===== src/hdl/nn_pkg.sv =====
package nn_pkg;

	localparam int FP_W       = 32;
	localparam int NUM_IN     = 15;
	localparam int NUM_NODES  = 4;
	localparam int IN_CREDITS = 4;
	// result buffer holds four samples
	localparam int OUT_DEPTH  = 16;
	// multiplier register plus four adder tree levels
	localparam int PIPE_LAT   = 5;

	// ========================================
	// weight table, one row per neuron
	// ========================================
	localparam logic [FP_W-1:0] WEIGHTS [NUM_NODES][NUM_IN] = '{
		'{
			32'h3ea7926c, 32'h3e93cf67, 32'h3f03c68b, 32'h3f178106, 32'h3e490114,
			32'hbcad29e0, 32'h3eefabd7, 32'hbe84a3cd, 32'hbedc760e, 32'hbed26dfd,
			32'h3e46b12f, 32'hbf1d9b8a, 32'hbc859605, 32'h3ebcc8b2, 32'hbec6bf92
		},
		'{
			32'h3f000000, 32'hbe800000, 32'h3e800000, 32'h3f400000, 32'hbf000000,
			32'h3e000000, 32'hbe000000, 32'h3f200000, 32'hbec00000, 32'h3ea00000,
			32'hbf100000, 32'h3dcccccd, 32'hbdcccccd, 32'h3f333333, 32'hbe4ccccd
		},
		// mostly negative row
		'{
			32'hbf000000, 32'hbe99999a, 32'h3e19999a, 32'hbf19999a, 32'hbe800000,
			32'h3d4ccccd, 32'hbf4ccccd, 32'hbe000000, 32'h3e99999a, 32'hbf000000,
			32'hbdcccccd, 32'hbe4ccccd, 32'h3e4ccccd, 32'hbf333333, 32'hbe800000
		},
		'{
			32'h3f800000, 32'hbf800000, 32'h3f000000, 32'hbf000000, 32'h3e800000,
			32'hbe800000, 32'h3e000000, 32'hbe000000, 32'h3d800000, 32'hbd800000,
			32'h3f400000, 32'hbf400000, 32'h3ec00000, 32'hbec00000, 32'h3f000000
		}
	};

	typedef enum logic [1:0] {
		IDLE,
		GATHER,
		LAUNCH
	} collect_state_e;

endpackage


===== src/hdl/output_serializer.sv =====
`timescale 1ns/1ps

module output_serializer (
	input  logic clk,
	input  logic arst_n,
	input  logic [nn_pkg::NUM_NODES-1:0] res_valid,
	input  logic [nn_pkg::NUM_NODES-1:0][nn_pkg::FP_W-1:0] res_data,
	output logic out_valid,
	output logic [nn_pkg::FP_W-1:0] out_data,
	input  logic out_credit,
	output logic slot_free
);

	typedef logic [$clog2(nn_pkg::OUT_DEPTH)-1:0] ptr_t;
	typedef logic [$clog2(nn_pkg::OUT_DEPTH+1)-1:0] cnt_t;
	typedef logic [15:0] cred_t;

	logic [nn_pkg::FP_W-1:0] buf_mem [nn_pkg::OUT_DEPTH];
	ptr_t wr_ptr;
	ptr_t rd_ptr;
	ptr_t wr_addr [nn_pkg::NUM_NODES];
	cnt_t buf_cnt;
	cnt_t wr_num;
	cred_t credit_cnt;
	logic send;

	// results of one sample packed into consecutive slots, node 0 first
	always_comb
	begin
		wr_num = '0;
		for (int k = 0; k < nn_pkg::NUM_NODES; k++)
		begin
			wr_addr[k] = wr_ptr + ptr_t'(wr_num);
			if (res_valid[k])
				wr_num = wr_num + 1'b1;
		end
	end

	assign send = (buf_cnt != '0) && (credit_cnt != '0);

	always_ff @(posedge clk)
	begin
		for (int k = 0; k < nn_pkg::NUM_NODES; k++)
		begin
			if (res_valid[k])
				buf_mem[wr_addr[k]] <= res_data[k];
		end
		if (send)
			out_data <= buf_mem[rd_ptr];
	end

	// ========================================
	// pointers and downstream credits
	// ========================================
	always_ff @(posedge clk or negedge arst_n)
	begin
		if (!arst_n)
		begin
			wr_ptr <= '0;
			rd_ptr <= '0;
			buf_cnt <= '0;
			credit_cnt <= '0;
			out_valid <= 1'b0;
			slot_free <= 1'b0;
		end
		else
		begin
			wr_ptr <= wr_ptr + ptr_t'(wr_num);
			if (send)
				rd_ptr <= rd_ptr + 1'b1;
			buf_cnt <= buf_cnt + wr_num - cnt_t'(send);
			credit_cnt <= credit_cnt + cred_t'(out_credit) - cred_t'(send);
			out_valid <= send;
			// slot released back to the collector's reservation
			slot_free <= send;
		end
	end

endmodule


===== config.mk =====
export PLATFORM = sky130hd
export DESIGN_NAME = output_serializer
export DESIGN_NICKNAME = d
export VERILOG_FILES = /design/src/hdl/nn_pkg.sv /design/src/hdl/output_serializer.sv
export SDC_FILE = /design/constraint.sdc
export NUM_CORES = 2
export LEC_CHECK = 0
export ABC_AREA = 1
export BUFFER_PORTS_ARGS = -buffer_cell sky130_fd_sc_hd__buf_2
export CAP_MARGIN = 0
export CELL_PAD_IN_SITES_DETAIL_PLACEMENT = 1
export CELL_PAD_IN_SITES_GLOBAL_PLACEMENT = 1
export CORE_MARGIN = 2
export CORE_UTILIZATION = 35
export DETAILED_ROUTE_END_ITERATION = 10
export PLACE_DENSITY_LB_ADDON = 0.1
export SLEW_MARGIN = 15
export SYNTH_ARGS = -nofsm -noshare
export SYNTH_HDL_FRONTEND = slang
export SYNTH_SLANG_ARGS = --single-unit
export TNS_END_PERCENT = 10

===== constraint.sdc =====
create_clock -name clk -period 5 [get_ports clk]
set_clock_uncertainty 0.1 [all_clocks]
set_input_delay 0.25 -clock clk [delete_from_list [all_inputs] [get_ports clk]]
set_output_delay 0.25 -clock clk [all_outputs]
set_load 0.02 [all_outputs]

======== Word level (Yosys, flattened, before mapping) ========
Memories as Yosys holds them, arrays and structs flattened. A register that Yosys moved wholly into a read port is not among the register bits.
Cells that the tools add are included.
word-level totals
  bits in registers ....................... 30
  bits in writable memories ............... 512
  memories kept ........................... 1
operators by class
  add/subtract/negate cells ............... 12
  mux-type cells .......................... 12
  reductions and logical operators ........ 3
memory list
  name     depth  width  rd ports  clocked after memory_dff  wr ports  RTL line                 text
  buf_mem  16     32     1         1                         4         output_serializer.sv:18  logic [nn_pkg::FP_W-1:0] buf_mem [nn_pkg::OUT_DEPTH];
operators with widths
  kind                 count
  $add 16x1->16        1
  $add 4x4->4          4
  $reduce_bool 16->1   1
  $sub 16x1->16        1
  $add 5x1->5 const B  3
  $mux 5               3
  $mux 1               9
  $add 5x5->5          1
  $reduce_bool 5->1    1
  $sub 5x1->5          1
  $add 4x1->4 const B  1
  $logic_and 1x1->1    1

======== Depth between registers and ports, before layout ========
  word-level depth ........................ 9
  gate-level depth with buffers ........... 19

======== Worst setup path after synthesis ========
No wires, ideal clock.
  path kind ............................... input to register
  start ................................... in res_valid[0] in the netlist's numbering
  end ..................................... mem buf_mem[6][0] in the netlist's numbering, enable pin
  data arrival time ....................... 3.323 ns
  data required time ...................... 4.246 ns
  slack ................................... 0.923 ns
  stages on the path ...................... 11
  path buffers ............................ 1
  cells stage by stage .................... inv_1 -> ha_1 -> xor2_1 -> ha_1 -> inv_1 -> fa_1 -> xor2_1 -> inv_1 -> nand3_1 -> clkbuf_1 -> o2111ai_1
RTL lines
  element      RTL line                 text
  from (decl)  output_serializer.sv:6   input logic [nn_pkg::NUM_NODES-1:0] res_valid,
  to (decl)    output_serializer.sv:18

==> results.yml <==
flow_run:
  cap_violations: 0
worst_setup_path:
  crit_path_start_kind: "register"
  critical_path_class: "reg2reg"
  r2r-start: "wr_ptr[0]$_DFF_PN0_"
  r2r_setup_slack_ps: 950
  crit_end: "buf_mem[2][7]$_DFFE_PP_"
  critPathMaxFanout: 32
  cp.required_ps: 5240
  cp-end-kind: "register"
  cp.arrival_ps: 4290
  r2r_cells: 8
  startpoint: "wr_ptr[0]$_DFF_PN0_"
  r2r-end: "buf_mem[2][7]$_DFFE_PP_"
timing:
  layout_min_cycle_time_ps: 4048
  max_freq_ghz: 0.2471
  finalCritPeriodShare_pct: 80.95
  rsz0062_at_grt: "no"
  setup_tns_ps: 0
  fin_ws_ps: 952.4
  finalSetupViolCount: 0
  slew_headroom_pct: 21.67
  maxSlewViolCount: 0
  hold_ws_ps: 27.18
  worst_slew_pin_slew_ps: 1175
  finalHoldViolations: 0
routing:
  drt-vias-per-instance: 6.659
  vias: 50435
  ant_nets: 0
  wl_per_cell_um: 34.55
  drt-total-wl_mm: 261.7
  drt_first_pass_iters: 6
  drc: 0
  drt_first_iter_violations: 7116
pwr:
  p_sw_share_pct: 54.41
  ir_drop_v: 0.0006829
  p_per_area_nw_per_um2: 755.8
  p_comb_share_pct: 57.8
  p_total_uw: 35980
  p_leak_uw: 0.01963
  seqPwrFrac_pct: 26.3
  power.internal_uw: 16400
  pwr-share-clk_pct: 15.9
  switchingPower_uw: 19570
grt:
  antenna_found_initial: 42
  grt_pass1_vias: 49519
  grt_use_met1_pct: 51.10
  grt_max_degree: 177
  grt-busiest-layer: "met2"
  track_usage_pct: 40.52
  met3_usage_pct: 9.475
  grt_use_met2_pct: 61.74
  grt_pass1_wl_mm: 370.9
  gr-total-overflow: 0
finish:
  fin_nets: 6049
  drive_gt1_share_pct: 9.271
  layout_common_cells: "nand2_1, nand3_1, edfxtp_1"
  nFillCells: 15071
  utilization_pct: 38.95
  final_common_cell: "nand2_1"
  area_delta_synth_final_pct: 10.05
yosys:
  syn_inst: 6209
  synth_warnings: 0
  syn-mean-instance-area_um2: 6.967
  synth_seq_cells: 574
  ys.flop_type: "edfxtp_1"
  synth_fp_nets: 6394
  ys_seq_area_share_pct: 39.50
  async_reset_ff_share_pct: 5.226
  synth-edff-count: 544
  syn_area_um2: 43260
  synth_cell_types: 35
place:
  dp_hpwl_mm: 160.6
  numPortBuffers: 168
  gp_congestion: 0.9730
  pre_cts_slack_ps: 676.7
floorplan:
  dieWidth_um: 355.6
  start_util_pct: 35.40
  die_h_um: 355.6
  die_area_um2: 126400
  core_area_um2: 122200
  num_rows: 128
  num_io_pins: 169
hold_path:
  min_path_type: "in2reg"
  min_delay_path_depth: 3
status:
  status: "complete, no violations"
clocking:
  worstSkewPairLatency_ps: 680
  cts_resized: 0
  cts_max_path_buffers: 3
  root_buffer: "clkbuf_16"
  ctsHtreeMaxLevel: 3
  cts_tree: "done"
  numCtsBuffers: 77
  path_clk_slew_ps: 60
  cts_num_sinks: 574
## logic make-up (layout without fill, tap and decap cells)
logic type	Yosys count	in the layout	synth area share [%]
DFF	574	574	39.50
adders and majority gates	50	50	1.533
buffers and inverters	923	636	8.556
and+or+nand+nor	4168	4168	43.40
xor gates and xnor gates	26	26	0.6219
AOI/OAI and AO/OA	467	467	6.375
other	1	28	0.008669
## power groups by stage
stage | clock [uW] | combinational [uW] | sequential (uW)
2_1_floorplan | 0 | 11500 | 9330
3_3_place_gp | 0 | 19700 | 9490
3_5_place_dp | 0 | 20000 | 9520
4_1_cts | 5740 | 20000 | 9440
5_1_grt | 5870 | 21700 | 9620
6_report | 5720 | 20800 | 9460
## layout make-up
class                      instances  area [um2]  share of cell area, %
multi-input combinational       4712       22770                  47.84
clock buffer                      98        2101                  4.413
tap                             1625        2033                  4.271
clock inverter                    39       331.6                 0.6966
inverter                         151       576.8                  1.212
antenna                           27       67.56                 0.1419
timing repair buffer             348        2620                  5.504
sequential                       574       17100                  35.92
## cells in the mapped netlist (3+ instances only)
cell	count	share of area [%]
a21oi_1	36	0.42
buf_1	115	1.0
buf_2	99	1.1
buf_4	26	0.45
clkbuf_1	530	4.6
dfrtp_1	30	1.7
edfxtp_1	544	38
fa_1	5	0.23
ha_1	45	1.3
inv_1	140	1.2
inv_2	10	0.087
nand2_1	1922	17
nand2_2	3	0.043
nand3_1	1378	16
nand3_2	5	0.12
nand3b_1	10	0.17
nand4_1	522	7.5
nor2_1	321	2.8
nor3_1	5	0.058
o211ai_1	57	0.99
o21ai_0	299	3.5
o221ai_1	71	1.4
xnor2_1	5	0.10
xor2_1	17	0.34
## routing by layer
layer	up-vias	routed length [um]
met1	25241	99640
met2	3481	114300
met5	-	0
met4	0	19370
met3	841	28400
li1	20872	-
## metrics by stage
step,instances,instance area [um2]
5_1_grt,7573,47600
2_1_floorplan,6209,43260
3_5_place_dp,7404,45040
4_1_cts,7547,47530
6_report,7574,47600
3_3_place_gp,7404,45040
## worst max-delay path, cell delays in order (launching register included)
cell,delay (ps)
dfrtp_1,520
ha_1,310
ha_1,320
xnor2_4,860
nand3_2,710
o21ai_0,400
nor2_1,100
nand2_2,100
buf_12,260
## worst min path at each step
stage / start / endpoint / slack (ps)
finish: res_data[102] / buf_mem[0][6]$_DFFE_PP_ / 30
global route: res_data[102] / buf_mem[0][6]$_DFFE_PP_ / 40
global placement: arst_n / credit_cnt[8]$_DFF_PN0_ / 360
detailed placement: arst_n / credit_cnt[9]$_DFF_PN0_ / 370
floorplan: arst_n / buf_cnt[0]$_DFF_PN0_ / -150
CTS: res_data[102] / buf_mem[3][6]$_DFFE_PP_ / 2
## state kept, by name (all words and copies together), names as in the netlist
signal / flops
rd_ptr: 4
credit_cnt: 16
wr_ptr: 4
buf_mem: 512
buf_cnt: 5
slot_free: 1
out_data: 32
## timing repair
action	in CTS	in global routing
setup buffers	0	0
endpoints found under the hold margin	44	0
hold buffers	6	0
Note: power is estimated with default switching activity, not from simulation.
