`src/hdl/nn_pkg.sv`:
```
package nn_pkg;

	localparam int FP_W       = 32;
	localparam int NUM_IN     = 15;
	localparam int NUM_NODES  = 4;
	localparam int IN_CREDITS = 4;
	// result buffer holds four samples
	localparam int OUT_DEPTH  = 16;
	// multiplier register plus four adder tree levels
	localparam int PIPE_LAT   = 5;

	// ========================================
	// weight table, one row per neuron
	// ========================================
	localparam logic [FP_W-1:0] WEIGHTS [NUM_NODES][NUM_IN] = '{
		'{
			32'h3ea7926c, 32'h3e93cf67, 32'h3f03c68b, 32'h3f178106, 32'h3e490114,
			32'hbcad29e0, 32'h3eefabd7, 32'hbe84a3cd, 32'hbedc760e, 32'hbed26dfd,
			32'h3e46b12f, 32'hbf1d9b8a, 32'hbc859605, 32'h3ebcc8b2, 32'hbec6bf92
		},
		'{
			32'h3f000000, 32'hbe800000, 32'h3e800000, 32'h3f400000, 32'hbf000000,
			32'h3e000000, 32'hbe000000, 32'h3f200000, 32'hbec00000, 32'h3ea00000,
			32'hbf100000, 32'h3dcccccd, 32'hbdcccccd, 32'h3f333333, 32'hbe4ccccd
		},
		// mostly negative row
		'{
			32'hbf000000, 32'hbe99999a, 32'h3e19999a, 32'hbf19999a, 32'hbe800000,
			32'h3d4ccccd, 32'hbf4ccccd, 32'hbe000000, 32'h3e99999a, 32'hbf000000,
			32'hbdcccccd, 32'hbe4ccccd, 32'h3e4ccccd, 32'hbf333333, 32'hbe800000
		},
		'{
			32'h3f800000, 32'hbf800000, 32'h3f000000, 32'hbf000000, 32'h3e800000,
			32'hbe800000, 32'h3e000000, 32'hbe000000, 32'h3d800000, 32'hbd800000,
			32'h3f400000, 32'hbf400000, 32'h3ec00000, 32'hbec00000, 32'h3f000000
		}
	};

	typedef enum logic [1:0] {
		IDLE,
		GATHER,
		LAUNCH
	} collect_state_e;

endpackage

```
`src/hdl/input_collector.sv`:
```
`timescale 1ns/1ps

module input_collector (
	input  logic clk,
	input  logic arst_n,
	input  logic in_valid,
	input  logic [nn_pkg::FP_W-1:0] in_data,
	output logic in_credit,
	input  logic slot_free,
	output logic vec_valid,
	output logic [nn_pkg::NUM_IN-1:0][nn_pkg::FP_W-1:0] vec_data
);

	typedef logic [$clog2(nn_pkg::IN_CREDITS)-1:0] ptr_t;
	typedef logic [$clog2(nn_pkg::IN_CREDITS+1)-1:0] cnt_t;
	typedef logic [$clog2(nn_pkg::NUM_IN)-1:0] idx_t;
	typedef logic [$clog2(nn_pkg::OUT_DEPTH+1)-1:0] rsv_t;

	logic [nn_pkg::FP_W-1:0] fifo_mem [nn_pkg::IN_CREDITS];
	ptr_t wr_ptr;
	ptr_t rd_ptr;
	cnt_t fifo_cnt;
	idx_t word_idx;
	rsv_t reserved;
	nn_pkg::collect_state_e state;
	logic pop;
	logic last_word;
	logic launch;

	// no popping while a finished sample waits for output room
	assign pop = (fifo_cnt != '0) && (state != nn_pkg::LAUNCH);
	assign last_word = (word_idx == idx_t'(nn_pkg::NUM_IN - 1));
	assign launch = (state == nn_pkg::LAUNCH)
		&& (int'(reserved) + nn_pkg::NUM_NODES <= nn_pkg::OUT_DEPTH);

	always_ff @(posedge clk)
	begin
		if (in_valid)
			fifo_mem[wr_ptr] <= in_data;
		if (pop)
			vec_data[word_idx] <= fifo_mem[rd_ptr];
	end

	// ========================================
	// buffer pointers, credits, reservation
	// ========================================
	always_ff @(posedge clk or negedge arst_n)
	begin
		if (!arst_n)
		begin
			wr_ptr <= '0;
			rd_ptr <= '0;
			fifo_cnt <= '0;
			in_credit <= 1'b0;
			vec_valid <= 1'b0;
			reserved <= '0;
			word_idx <= '0;
			state <= nn_pkg::IDLE;
		end
		else
		begin
			if (in_valid)
				wr_ptr <= wr_ptr + 1'b1;
			if (pop)
				rd_ptr <= rd_ptr + 1'b1;
			fifo_cnt <= fifo_cnt + cnt_t'(in_valid) - cnt_t'(pop);
			// a credit goes back for every word that leaves the buffer
			in_credit <= pop;
			vec_valid <= launch;
			reserved <= reserved + (launch ? rsv_t'(nn_pkg::NUM_NODES) : '0) - rsv_t'(slot_free);

			if (pop)
				word_idx <= last_word ? '0 : word_idx + 1'b1;

			case (state)
				nn_pkg::IDLE:
				begin
					if (pop)
						state <= nn_pkg::GATHER;
				end
				nn_pkg::GATHER:
				begin
					if (pop && last_word)
						state <= nn_pkg::LAUNCH;
				end
				nn_pkg::LAUNCH:
				begin
					if (launch)
						state <= nn_pkg::IDLE;
				end
				default:
					state <= nn_pkg::IDLE;
			endcase
		end
	end

endmodule

```
`config.mk`:
```
export PLATFORM = sky130hd
export DESIGN_NAME = input_collector
export DESIGN_NICKNAME = d
export VERILOG_FILES = /design/src/hdl/nn_pkg.sv /design/src/hdl/input_collector.sv
export SDC_FILE = /design/constraint.sdc
export NUM_CORES = 1
export LEC_CHECK = 0
export BUFFER_PORTS_ARGS = -buffer_cell sky130_fd_sc_hd__buf_2
export CAP_MARGIN = 25
export CORE_ASPECT_RATIO = 0.9
export CORE_MARGIN = 4
export CORE_UTILIZATION = 56
export DETAILED_ROUTE_END_ITERATION = 8
export PLACE_DENSITY_LB_ADDON = 0.3
export SETUP_SLACK_MARGIN = 0.02
export SLEW_MARGIN = 10
export SYNTH_ARGS = -nofsm -noshare
export SYNTH_HDL_FRONTEND = slang
export SYNTH_SLANG_ARGS = --single-unit
```
`constraint.sdc`:
```
create_clock -name clk -period 9.7 [get_ports clk]
set_input_delay 1.94 -clock clk [delete_from_list [all_inputs] [get_ports clk]]
set_output_delay 1.94 -clock clk [all_outputs]
set_load 0.01 [all_outputs]
```
# Word level (Yosys, flattened, before mapping)
# Memories as Yosys holds them, arrays and structs flattened.
# Index checks and enable logic that the tools add are counted.
# Widths: inputs -> output; s select.
# totals
regBits,500
latch_bits,0
ram_bits,128
mem_bits_ro,0
in_bits,36
output_inout_bits,482
memories,1
# op_classes
addsub,8
n_mul,0
div_mod_pow,0
magnitude_cmp,3
n_eq_ne,7
n_shift,0
muxes,11
bitwise_logic,0
reduce_logical,7
# memory_table
name,words,word_bits,read_ports,rd_ports_with_merged_regs,wr,line,rtl
fifo_mem,4,32,1,0,1,input_collector.sv:19,logic [nn_pkg::FP_W-1:0] fifo_mem [nn_pkg::IN_CREDITS];
# ops
operator,n
$bwmux 480,1
$demux 32 s4,1
$mux 32,1
$ne 2x2->1 const B,4
$add 5x3->6 const B,1
$le 6x5->1 const B,1
$mux 2,3
$pmux 2 s3,1
$add 5x3->5,1
$lt 4x5->1 const B,1
$sub 5x1->5,1
$add 2x1->2 const B,2
$add 4x1->4 const B,1
$eq 4x4->1 const B,1
$ge 4x1->1 const B,1
$logic_and 1x1->1,4
$mux 4,1
$add 3x1->3,1
$mux 3,1
$reduce_and 3->1,1
$reduce_bool 3->1,1
$sub 3x1->3,1
$eq 2x1->1 const B,1
$eq 2x2->1 const B,1
2 further kinds,3

# Longest topological paths before layout
# Gate-level depths: netlist of the first run.
# depth
depth_word,6
mapped_depth,10

# Least setup slack after synthesis of the first run
# Ideal clock, no wire load.
# synth_path
path_type,reg2reg
start,register state[0]
end,register vec_data[64] (netlist bit) (enable)
setup_ps,502
arrival_ps,3865
required_time_ps,9198
path_slack_ps,5334
path_stages_with_launch,6
path_buffers,0
period_less_slack_ps,4366
cell_sequence,dfrtp_1 -> nand2b_1 -> nand2_4 -> inv_4 -> nand2_2 -> nor4_1
# synth_via
elab_chain_len,2
# synth_lines
item,line,rtl
start: declaration,input_collector.sv:25,nn_pkg::collect_state_e state;
start signal: assignment,input_collector.sv:58,state <= nn_pkg::IDLE;
start signal: assignment,input_collector.sv:79,state <= nn_pkg::GATHER;
start signal: assignment,input_collector.sv:84,state <= nn_pkg::LAUNCH;
$ne 2x2->1,input_collector.sv:31,assign pop = (fifo_cnt != '0) && (state != nn_pkg::LAUNCH);
$logic_and 1x1->1,input_collector.sv:31,
net pop,input_collector.sv:26,logic pop;
end signal: indexed assignment,input_collector.sv:41,vec_data[word_idx] <= fifo_mem[rd_ptr];
end: declaration,input_collector.sv:11,output logic [nn_pkg::NUM_IN-1:0][nn_pkg::FP_W-1:0] vec_data
# The timed path passes the listed nets, and every way through them passes these cells.
# A chain may end at the register's enable or synchronous reset.

# Final worst setup path of the first run
# layout_path
start,register vec_data[63] (netlist bit)
end,output vec_data[63] (netlist bit)
# No word-level cell between the ends.

==> flow_summary.yaml, run 1 <==
outcome:
  status: "complete, no violations"
sta:
  report.final.hold_viol_count: 0
  finalSetupViolations: 0
  drv_slew: 0
  relSlewSlack_pct: 40.6
  period_share_pct: 32.0
  rsz0062_at_grt: "no"
  clock_skew_ns: 0.0127
  worst_pin_slew_ns: 0.891
  max_freq_mhz: 322
  min_period_ns: 3.10
  setup_tns_ns: 0
yosys:
  ys_seq_area_share_pct: 92.8
  ys.flop_type: "edfxtp_1"
  syn_avg_cell_area_um2: 26.3
  synth.area.top_cells: "edfxtp_1 (90%), mux4_2 (3.6%), dfrtp_1 (2.5%)"
  synth_nets: 818
  synth_cell_types: 35
  synth-edff-count: 608
  yosysMostFrequentCell: "edfxtp_1"
  synth_common_cells: "edfxtp_1 (608), mux4_2 (32), dfrtp_1 (20), inv_1 (15), ha_1 (12)"
  yosysWarnings: 0
  netlist_area_mm2: 0.0202
  synth_top_area_share_pct: 90.3
  synth_async_sr_flop_share_pct: 3.18
  ys_ff_latch: 628
  syn_inst: 768
  synth_top_area_cell: "edfxtp_1"
cells_and_area:
  final_cell_area_mm2: 0.0255
  drive_gt1_share_pct: 48.8
  final.fill_count: 2100
  final_nets: 1405
  syn2layout_area_growth_pct: 26.0
placed_design:
  dp_hpwl_um: 32100
  place.port_buffers: 517
  gp_congestion: 0.765
  dpl_cell_area_mm2: 0.0236
detailed_routing:
  detail_route.wirelength_um: 49700
  dr.first_iter.drc_count: 713
  wire_per_inst_um: 26.5
  vias_per_cell: 5.33
  firstDrtPassIters: 4
  ant_nets: 0
  drcViolationCount: 0
  via_count: 9972
setup_path:
  required_ns: 7.76
  start_kind: "flip-flop"
  critical-path-max-stage-delay_ns: 0.42
  cp_num_buf_inv: 1
  cp_slowest_cell: "edfxtp_1"
  crit_chain: "buf_2"
  r2r_slack_ns: 6.89
  setup.worst_path.end_class: "primary output"
  cp_max_fo: 1
  crit_type: "flip-flop to primary output"
  path_delay_family: "flip-flops"
  arrival_ns: 1.16
floorplanning:
  rows: 65
  ios: 518
  die_w_um: 208
  dieArea_mm2: 0.0392
  die_y_um: 188
  coreArea_mm2: 0.0354
  initial_core_util_pct: 57.1
power:
  p_leak_nw: 9.38
  intPower_mw: 5.79
  p_comb_share_pct: 21.2
  clkPwrFrac_pct: 27.2
  p_switching_mw: 2.35
  switching_share_pct: 28.9
  ir_drop_v: 0.000205
  pwr-share-seq_pct: 51.6
  power.density_mw_per_mm2: 320
global_route:
  grt.overflow.total: 0
  grt_pass1_vias: 10200
  track_usage_pct: 25.1
  antenna_found_initial: 13
  grt_pass1_wl_um: 71400
  grt_max_degree: 34
clocking:
  cts_inserted_buffers: 57
  cts_root_buf: "clkbuf_16"
  cts_max_path_buffers: 3
  clock-sinks: 628
  hold_buffers: 0
  clkSlewWorstSetupHoldPaths_ns: 0.06
  post_cts_buffers: 0
  clk_latency_ns: 0.58
  ctsResizeCount: 0
  htreeDepth: 2
  tritoncts: "built"
run:
  cap_viol_max_count: 0
hold_path:
  worst_hold_path_type: "flip-flop to flip-flop"
metrics by stage:
| stage | std cells | hold slack (ns) | power, mW | worst slack (ns) | util (%) |
|---|---|---|---|---|---|
| after global routing | 1870 | 0.561 | 8.49 | 6.53 | 72.0 |
| final | 1872 | 0.523 | 8.14 | 6.60 | 72.0 |
| after CTS | 1863 | 0.522 | 8.20 | 6.54 | 71.9 |
| after global placement | 1763 | 0.476 | 5.93 | 6.43 | 66.6 |
| after floorplan | 768 | 0.461 | 5.13 | 5.33 | - |
| after detailed placement | 1764 | 0.491 | 6.01 | 6.41 | 66.7 |
worst paths after layout:
kind                                    from            end  depth (start not counted)
worst max-delay path            vec_data[63]   vec_data[63]                          1
worst min-delay path                state[1]       state[1]                          1
worst max register to register      state[1]  vec_data[301]                          5
worst min register to register      state[1]       state[1]                          1
max in group asynchronous             arst_n      rd_ptr[0]                          1
min in group asynchronous             arst_n      vec_valid                          1
logic make-up after synthesis:
| logic type | count (synthesis) | share of synthesized area [%] |
|---|---|---|
| DFF | 628 | 92.8 |
| and+or+nand+nor | 48 | 1.33 |
| muxes | 33 | 3.64 |
| buffers and inverters | 27 | 0.607 |
| adders and majority gates | 14 | 0.941 |
| AOI/OAI and AO/OA | 10 | 0.347 |
| xor gates and xnor gates | 8 | 0.347 |
registers in the layout (all words and copies together) (netlist names):
signal     count
state          2
fifo_mem     128
wr_ptr         2
word_idx       4
vec_valid      1
vec_data     480
in_credit      1
fifo_cnt       3
reserved       5
rd_ptr         2
power groups by stage:
| stage | Clock [mW] | Combinational, mW | Sequential [mW] |
|---|---|---|---|
| finish | 2.22 | 1.73 | 4.20 |
| global route | 2.37 | 1.87 | 4.25 |
| CTS | 2.24 | 1.76 | 4.20 |
| detailed placement | 0 | 1.75 | 4.25 |
| global placement | 0 | 1.70 | 4.23 |
| floorplan | 0 | 0.754 | 4.37 |
layout make-up:
cell class / instances / area [um2] / share of cell area (%)
antenna: 8 / 20.0 / 0.0786
clock buffer: 70 / 1490 / 5.83
clock inverter: 29 / 349 / 1.37
inverter: 16 / 62.6 / 0.246
multi-input combinational: 113 / 1420 / 5.59
sequential: 628 / 18800 / 73.7
tap: 469 / 587 / 2.30
timing repair buffer: 539 / 2780 / 10.9
cell usage in the layout, fill, tap and decap left out, types with 4 or more instances in the layout:
cell and n:
clkbuf_1 12, diode_2 8, inv_1 15, and2_2 5, xnor2_1 5, dfrtp_1 18, buf_2 517, nor2_1 4
edfxtp_1 608, ha_1 12, nor2_4 5, buf_4 20, clkinv_1 6, nor3_2 5, mux4_2 32, bufinv_16 8
clkinv_2 12, nand2_1 10, clkbuf_16 57
worst reg2reg max path: stages, from the launching register on:
cell and delay (ns):
dfrtp_1 0.41, nor2b_1 0.20, nor3_1 0.46, nand2_1 0.28
nor2_4 0.68, buf_4 0.45
layer usage:
metal / global-route usage [%] / up-vias / routed length [um]
li1: - / 4286 / -
met1: 32.6 / 5071 / 18500
met2: 42.0 / 503 / 25300
met3: 7.21 / 102 / 4450
met4: 7.75 / 10 / 1400
met5: 0 / - / 65
Power figures use the tool's default switching activity.
==> run 2: changes to the inputs <==
--- a/config.mk
+++ b/config.mk
@@ -9,7 +9,7 @@
 export CAP_MARGIN = 25
 export CORE_ASPECT_RATIO = 0.9
 export CORE_MARGIN = 4
-export CORE_UTILIZATION = 56
+export CORE_UTILIZATION = 52
 export DETAILED_ROUTE_END_ITERATION = 8
 export PLACE_DENSITY_LB_ADDON = 0.3
 export SETUP_SLACK_MARGIN = 0.02
==> constraint.sdc (replaced) <==
create_clock -name clk -period 2.9 [get_ports clk]
set_input_delay 0.58 -clock clk [delete_from_list [all_inputs] [get_ports clk]]
set_output_delay 0.58 -clock clk [all_outputs]
set_load 0.01 [all_outputs]
==> run 2 against run 1 <==
Net effect: setup slack worse by 6.1 ns; non-clock buffer count up 17; clock power grew to 3.3 times the previous value; clock skew shrank 0.00077 ns; sequential cell count unchanged; cell count up 4.3%; largest cell class unchanged.
==> flow_summary.yaml, run 2 (synthesized netlist as in run 1, its figures left out) <==
clocking:
  htreeDepth: 2
  cts_root_buf: "clkbuf_16"
  tritoncts: "built"
  cts_inserted_buffers: 57
  clkSlewWorstSetupHoldPaths_ns: 0.07
  clock-sinks: 628
  ctsResizeCount: 0
  post_cts_buffers: 0
  clk_latency_ns: 0.60
  cts_max_path_buffers: 3
  hold_buffers: 1
sta:
  drv_slew: 0
  hold_ws_ns: 0.194
  max_freq_mhz: 425
  period_share_pct: 81.1
  clock_skew_ns: 0.0119
  report.final.hold_viol_count: 0
  worst_pin_slew_ns: 0.651
  finalSetupViolations: 0
  rsz0062_at_grt: "no"
  min_period_ns: 2.35
  layout_setup_ws_ns: 0.547
  relSlewSlack_pct: 56.6
cells_and_area:
  final_nets: 1422
  layout_commonest_cell: "edfxtp_1"
  largest_registers: "vec_data (480), fifo_mem (128), reserved (5)"
  largest_reg_flops: 480
  drive_gt1_share_pct: 49.2
  final_cell_mix: "edfxtp_1 (608), buf_2 (517), clkbuf_16 (57), buf_4 (35), mux4_2 (32)"
  final_util_pct: 67.1
  final_cells: 1953
  regMostFlops: "vec_data"
  syn2layout_area_growth_pct: 27.3
  final.fill_count: 2481
  multi_input_area_mm2: 0.00147
  regArea_mm2: 0.0188
power:
  p_leak_nw: 9.48
  p_comb_share_pct: 22.1
  ir_drop_v: 0.000703
  finalPower_mw: 27.5
  intPower_mw: 19.4
  power.density_mw_per_mm2: 1070
  switching_share_pct: 29.4
  pwr-share-seq_pct: 51.0
  p_switching_mw: 8.08
  clkPwrFrac_pct: 26.9
run:
  cap_viol_max_count: 0
setup_path:
  start_kind: "flip-flop"
  arrival_ns: 2.64
  setup.worst_path.end_class: "flip-flop"
  critical-path-max-stage-delay_ns: 0.53
  cp_num_buf_inv: 1
  path_delay_family: "simple AND/OR/NAND/NOR gates"
  cp_slowest_cell: "dfrtp_1"
  crit_chain: "nor3_1 -> nand2_1 -> nor2_4 -> buf_4"
  critical_path_depth: 4
  r2r_cells: 4
  cp_max_fo: 14
  required_ns: 3.19
  crit_type: "flip-flop to flip-flop"
placed_design:
  place.port_buffers: 517
  dpl_worst_slack_ns: 0.561
  gp_congestion: 0.812
  dp.cells: 1837
  dp_hpwl_um: 34200
floorplanning:
  die_w_um: 216
  dieArea_mm2: 0.0421
  rows: 68
  initial_core_util_pct: 52.7
  ios: 518
  coreArea_mm2: 0.0384
  die_y_um: 195
hold_path:
  min_path_cells: 1
  worst_hold_path_type: "primary input to flip-flop"
global_route:
  antenna_found_initial: 20
  track_usage_pct: 24.0
  grt_max_degree: 33
  grt_pass1_vias: 10300
  grt.overflow.total: 0
  grt_pass1_wl_um: 72900
detailed_routing:
  vias_per_cell: 5.24
  dr.first_iter.drc_count: 1038
  via_count: 10200
  wire_per_inst_um: 26.2
  detail_route.wirelength_um: 51100
  firstDrtPassIters: 4
  drcViolationCount: 0
  ant_nets: 0
outcome:
  status: "complete, no violations"
run 2: per-stage QoR:
step           instance area [um2]  TNS, ns
2_1_floorplan                20200   -50.36
3_3_place_gp                 23900        0
3_5_place_dp                 23900        0
4_1_cts                      25700        0
5_1_grt                      25700        0
6_report                     25700        0
run 2: path summary, 6_finish.rpt:
check                            start         endpoint  slack [ns]
min in group asynchronous       arst_n      reserved[1]        0.50
max in group asynchronous       arst_n        rd_ptr[1]        2.04
setup / recovery           word_idx[1]    vec_data[422]        0.55
setup reg to reg           word_idx[1]    vec_data[422]        0.55
hold / removal             in_data[28]  fifo_mem[1][28]        0.19
hold reg to reg               state[1]         state[1]        0.50
run 2: metal layers:
layer / up-vias / wire length [um] / global-route usage (%) / part of all wire [%]
li1: 4329 / - / - / -
met1: 5267 / 19500 / 31.6 / 38
met2: 504 / 24900 / 37.5 / 49
met3: 121 / 4620 / 7.53 / 9.0
met4: 12 / 2020 / 10.5 / 3.9
met5: - / 79 / 0 / 0.15
run 2: cell type report:
type / count / share of cell area, %
flip-flops and latches: 628 / 72.9
repair buffers: 556 / 11.3
clock buffers: 71 / 5.75
multi-input cells: 113 / 5.71
well taps: 525 / 2.55
clock inverters: 32 / 1.41
inverters: 16 / 0.243
diodes: 12 / 0.117
run 2: power by group through the flow:
| stage | logic (mW) | clock network, mW | registers (mW) |
|---|---|---|---|
| after floorplan | 2.55 | 0 | 14.6 |
| after global routing | 6.57 | 7.91 | 14.2 |
| after CTS | 6.18 | 7.52 | 14.0 |
| after global placement | 6.01 | 0 | 14.1 |
| after detailed placement | 6.17 | 0 | 14.2 |
| final | 6.07 | 7.39 | 14.0 |
==> run 3: changes to the inputs <==
==> constraint.sdc (replaced) <==
create_clock -name clk -period 2.4 [get_ports clk]
set_input_delay 0.48 -clock clk [delete_from_list [all_inputs] [get_ports clk]]
set_output_delay 0.48 -clock clk [all_outputs]
set_load 0.01 [all_outputs]
==> run 3 against run 2 <==
Net effect: wire length is 1.0% lower; count of clock-buffer cells in the layout is 1 higher; setup slack worse by 0.41 ns; cell count is 0.26% higher; register-to-register slack worse by 0.41 ns; largest power group unchanged; highest routed layer unchanged.
==> flow_summary.yaml, run 3 (synthesized netlist as in run 1, its figures left out) <==
cells_and_area:
  final_cell_area_mm2: 0.0259
  largest_reg_flops: 480
  final_cells: 1958
  regMostFlops: "vec_data"
  drive_gt1_share_pct: 49.9
  final_cell_mix: "edfxtp_1 (608), buf_2 (517), clkbuf_16 (57), buf_4 (36), mux4_2 (32)"
  final_util_pct: 67.5
  layout_commonest_cell: "edfxtp_1"
  syn2layout_area_growth_pct: 28.0
  largest_registers: "vec_data (480), fifo_mem (128), reserved (5)"
  final_nets: 1430
detailed_routing:
  ant_nets: 0
  via_count: 10200
  vias_per_cell: 5.19
  dr.first_iter.drc_count: 947
  wire_per_inst_um: 25.8
  drcViolationCount: 0
  detail_route.wirelength_um: 50500
  firstDrtPassIters: 4
setup_path:
  required_ns: 2.91
  crit_type: "flip-flop to flip-flop"
  cp_num_buf_inv: 2
  start_kind: "flip-flop"
  worstReg2RegStart: "fifo_cnt[0]"
  arrival_ns: 2.77
  critical-path-max-stage-delay_ns: 0.42
  crit_chain: "or3_4 -> nand2_4 -> inv_4 -> ha_1 -> inv_1 -> ha_1 -> fa_1 -> xnor2_1 -> xnor2_1"
  cp_max_fo: 5
  cp_slowest_cell: "or3_4"
  setup.worst_path.end_class: "flip-flop"
  crit_path_start: "fifo_cnt[0]"
  path_delay_family: "adder cells"
clocking:
  htreeDepth: 2
  cts_max_path_buffers: 3
  tritoncts: "built"
  cts_root_buf: "clkbuf_16"
  cts_inserted_buffers: 56
  clk_latency_ns: 0.60
  clkSlewWorstSetupHoldPaths_ns: 0.06
  clock-sinks: 628
power:
  pwr-share-seq_pct: 50.5
  switching_share_pct: 29.3
  clkPwrFrac_pct: 26.4
  intPower_mw: 23.5
  p_comb_share_pct: 23.0
  p_leak_nw: 9.55
  finalPower_mw: 33.2
  p_switching_mw: 9.72
  power.density_mw_per_mm2: 1280
  ir_drop_v: 0.000973
floorplanning:
  coreArea_mm2: 0.0384
  ios: 518
  die_w_um: 216
  rows: 68
  initial_core_util_pct: 52.7
  dieArea_mm2: 0.0421
  die_y_um: 195
sta:
  max_freq_mhz: 442
  drv_slew: 0
  finalSetupViolations: 0
  clock_skew_ns: 0.0152
  report.final.hold_viol_count: 0
  min_period_ns: 2.26
  relSlewSlack_pct: 67.9
  period_share_pct: 94.2
  worst_pin_slew_ns: 0.481
  rsz0062_at_grt: "no"
global_route:
  grt_max_degree: 33
  track_usage_pct: 23.7
  antenna_found_initial: 14
  grt_pass1_vias: 10200
  grt_pass1_wl_um: 71900
  grt.overflow.total: 0
placed_design:
  gp_congestion: 0.840
  place.port_buffers: 517
  dp_hpwl_um: 33600
  dpl_cell_area_mm2: 0.0240
  dp.cells: 1844
hold_path:
  hp-start: "in_data[18]"
  worst_hold_path_type: "primary input to flip-flop"
run:
  cap_viol_max_count: 0
outcome:
  status: "complete, no violations"
[run 3: layout make-up]
cell class / count / area (um2)
clock buffers: 72 / 1520
well taps: 525 / 657
diodes: 8 / 20.0
multi-input cells: 113 / 1490
repair buffers: 565 / 3090
fillers: 2460 / 12500
flip-flops and latches: 628 / 18800
inverters: 16 / 62.6
clock inverters: 31 / 288
[run 3: routing by layer]
layer | wire, um | vias up | global-route usage (%)
met4 | 872 | 12 | 6.18
met5 | 82 | - | 0
met1 | 19300 | 5234 | 31.6
met2 | 25800 | 506 | 38.9
li1 | - | 4339 | -
met3 | 4470 | 78 | 6.91
[run 3: repair_timing]
action / CTS / global route
hold buffers: 1 / 0
resized for setup: 0 / 1
setup endpoints to repair: 0 / 1
setup buffers: 0 / 2
hold endpoints to repair: 20 / 0
[run 3: worst paths after layout]
| kind | endpoint | cells after the start | slack, ns |
|---|---|---|---|
| max | fifo_cnt[2] | 9 | 0.14 |
| min in group asynchronous | vec_valid | 2 | 0.39 |
| max reg2reg | fifo_cnt[2] | 9 | 0.14 |
| min reg2reg | state[1] | 1 | 0.52 |
| max in group asynchronous | rd_ptr[1] | 2 | 1.64 |
| min | fifo_mem[3][18] | 1 | 0.10 |
[run 3: power groups by stage]
stage	logic [mW]	registers, mW	clock network, mW
3_5_place_dp	7.78	17.0	0
3_3_place_gp	7.61	17.0	0
5_1_grt	8.30	17.0	9.39
4_1_cts	7.79	16.8	8.92
2_1_floorplan	3.15	17.6	0
6_report	7.65	16.8	8.77
[run 3: through the flow]
stage	hold WS (ns)	TNS, ns	setup WS [ns]
2_1_floorplan	0.184	-49.36	-0.359
3_3_place_gp	0.449	0	0.186
3_5_place_dp	0.459	0	0.146
4_1_cts	0.0522	0	0.128
5_1_grt	0.0725	0	0.00920
6_report	0.100	0	0.139
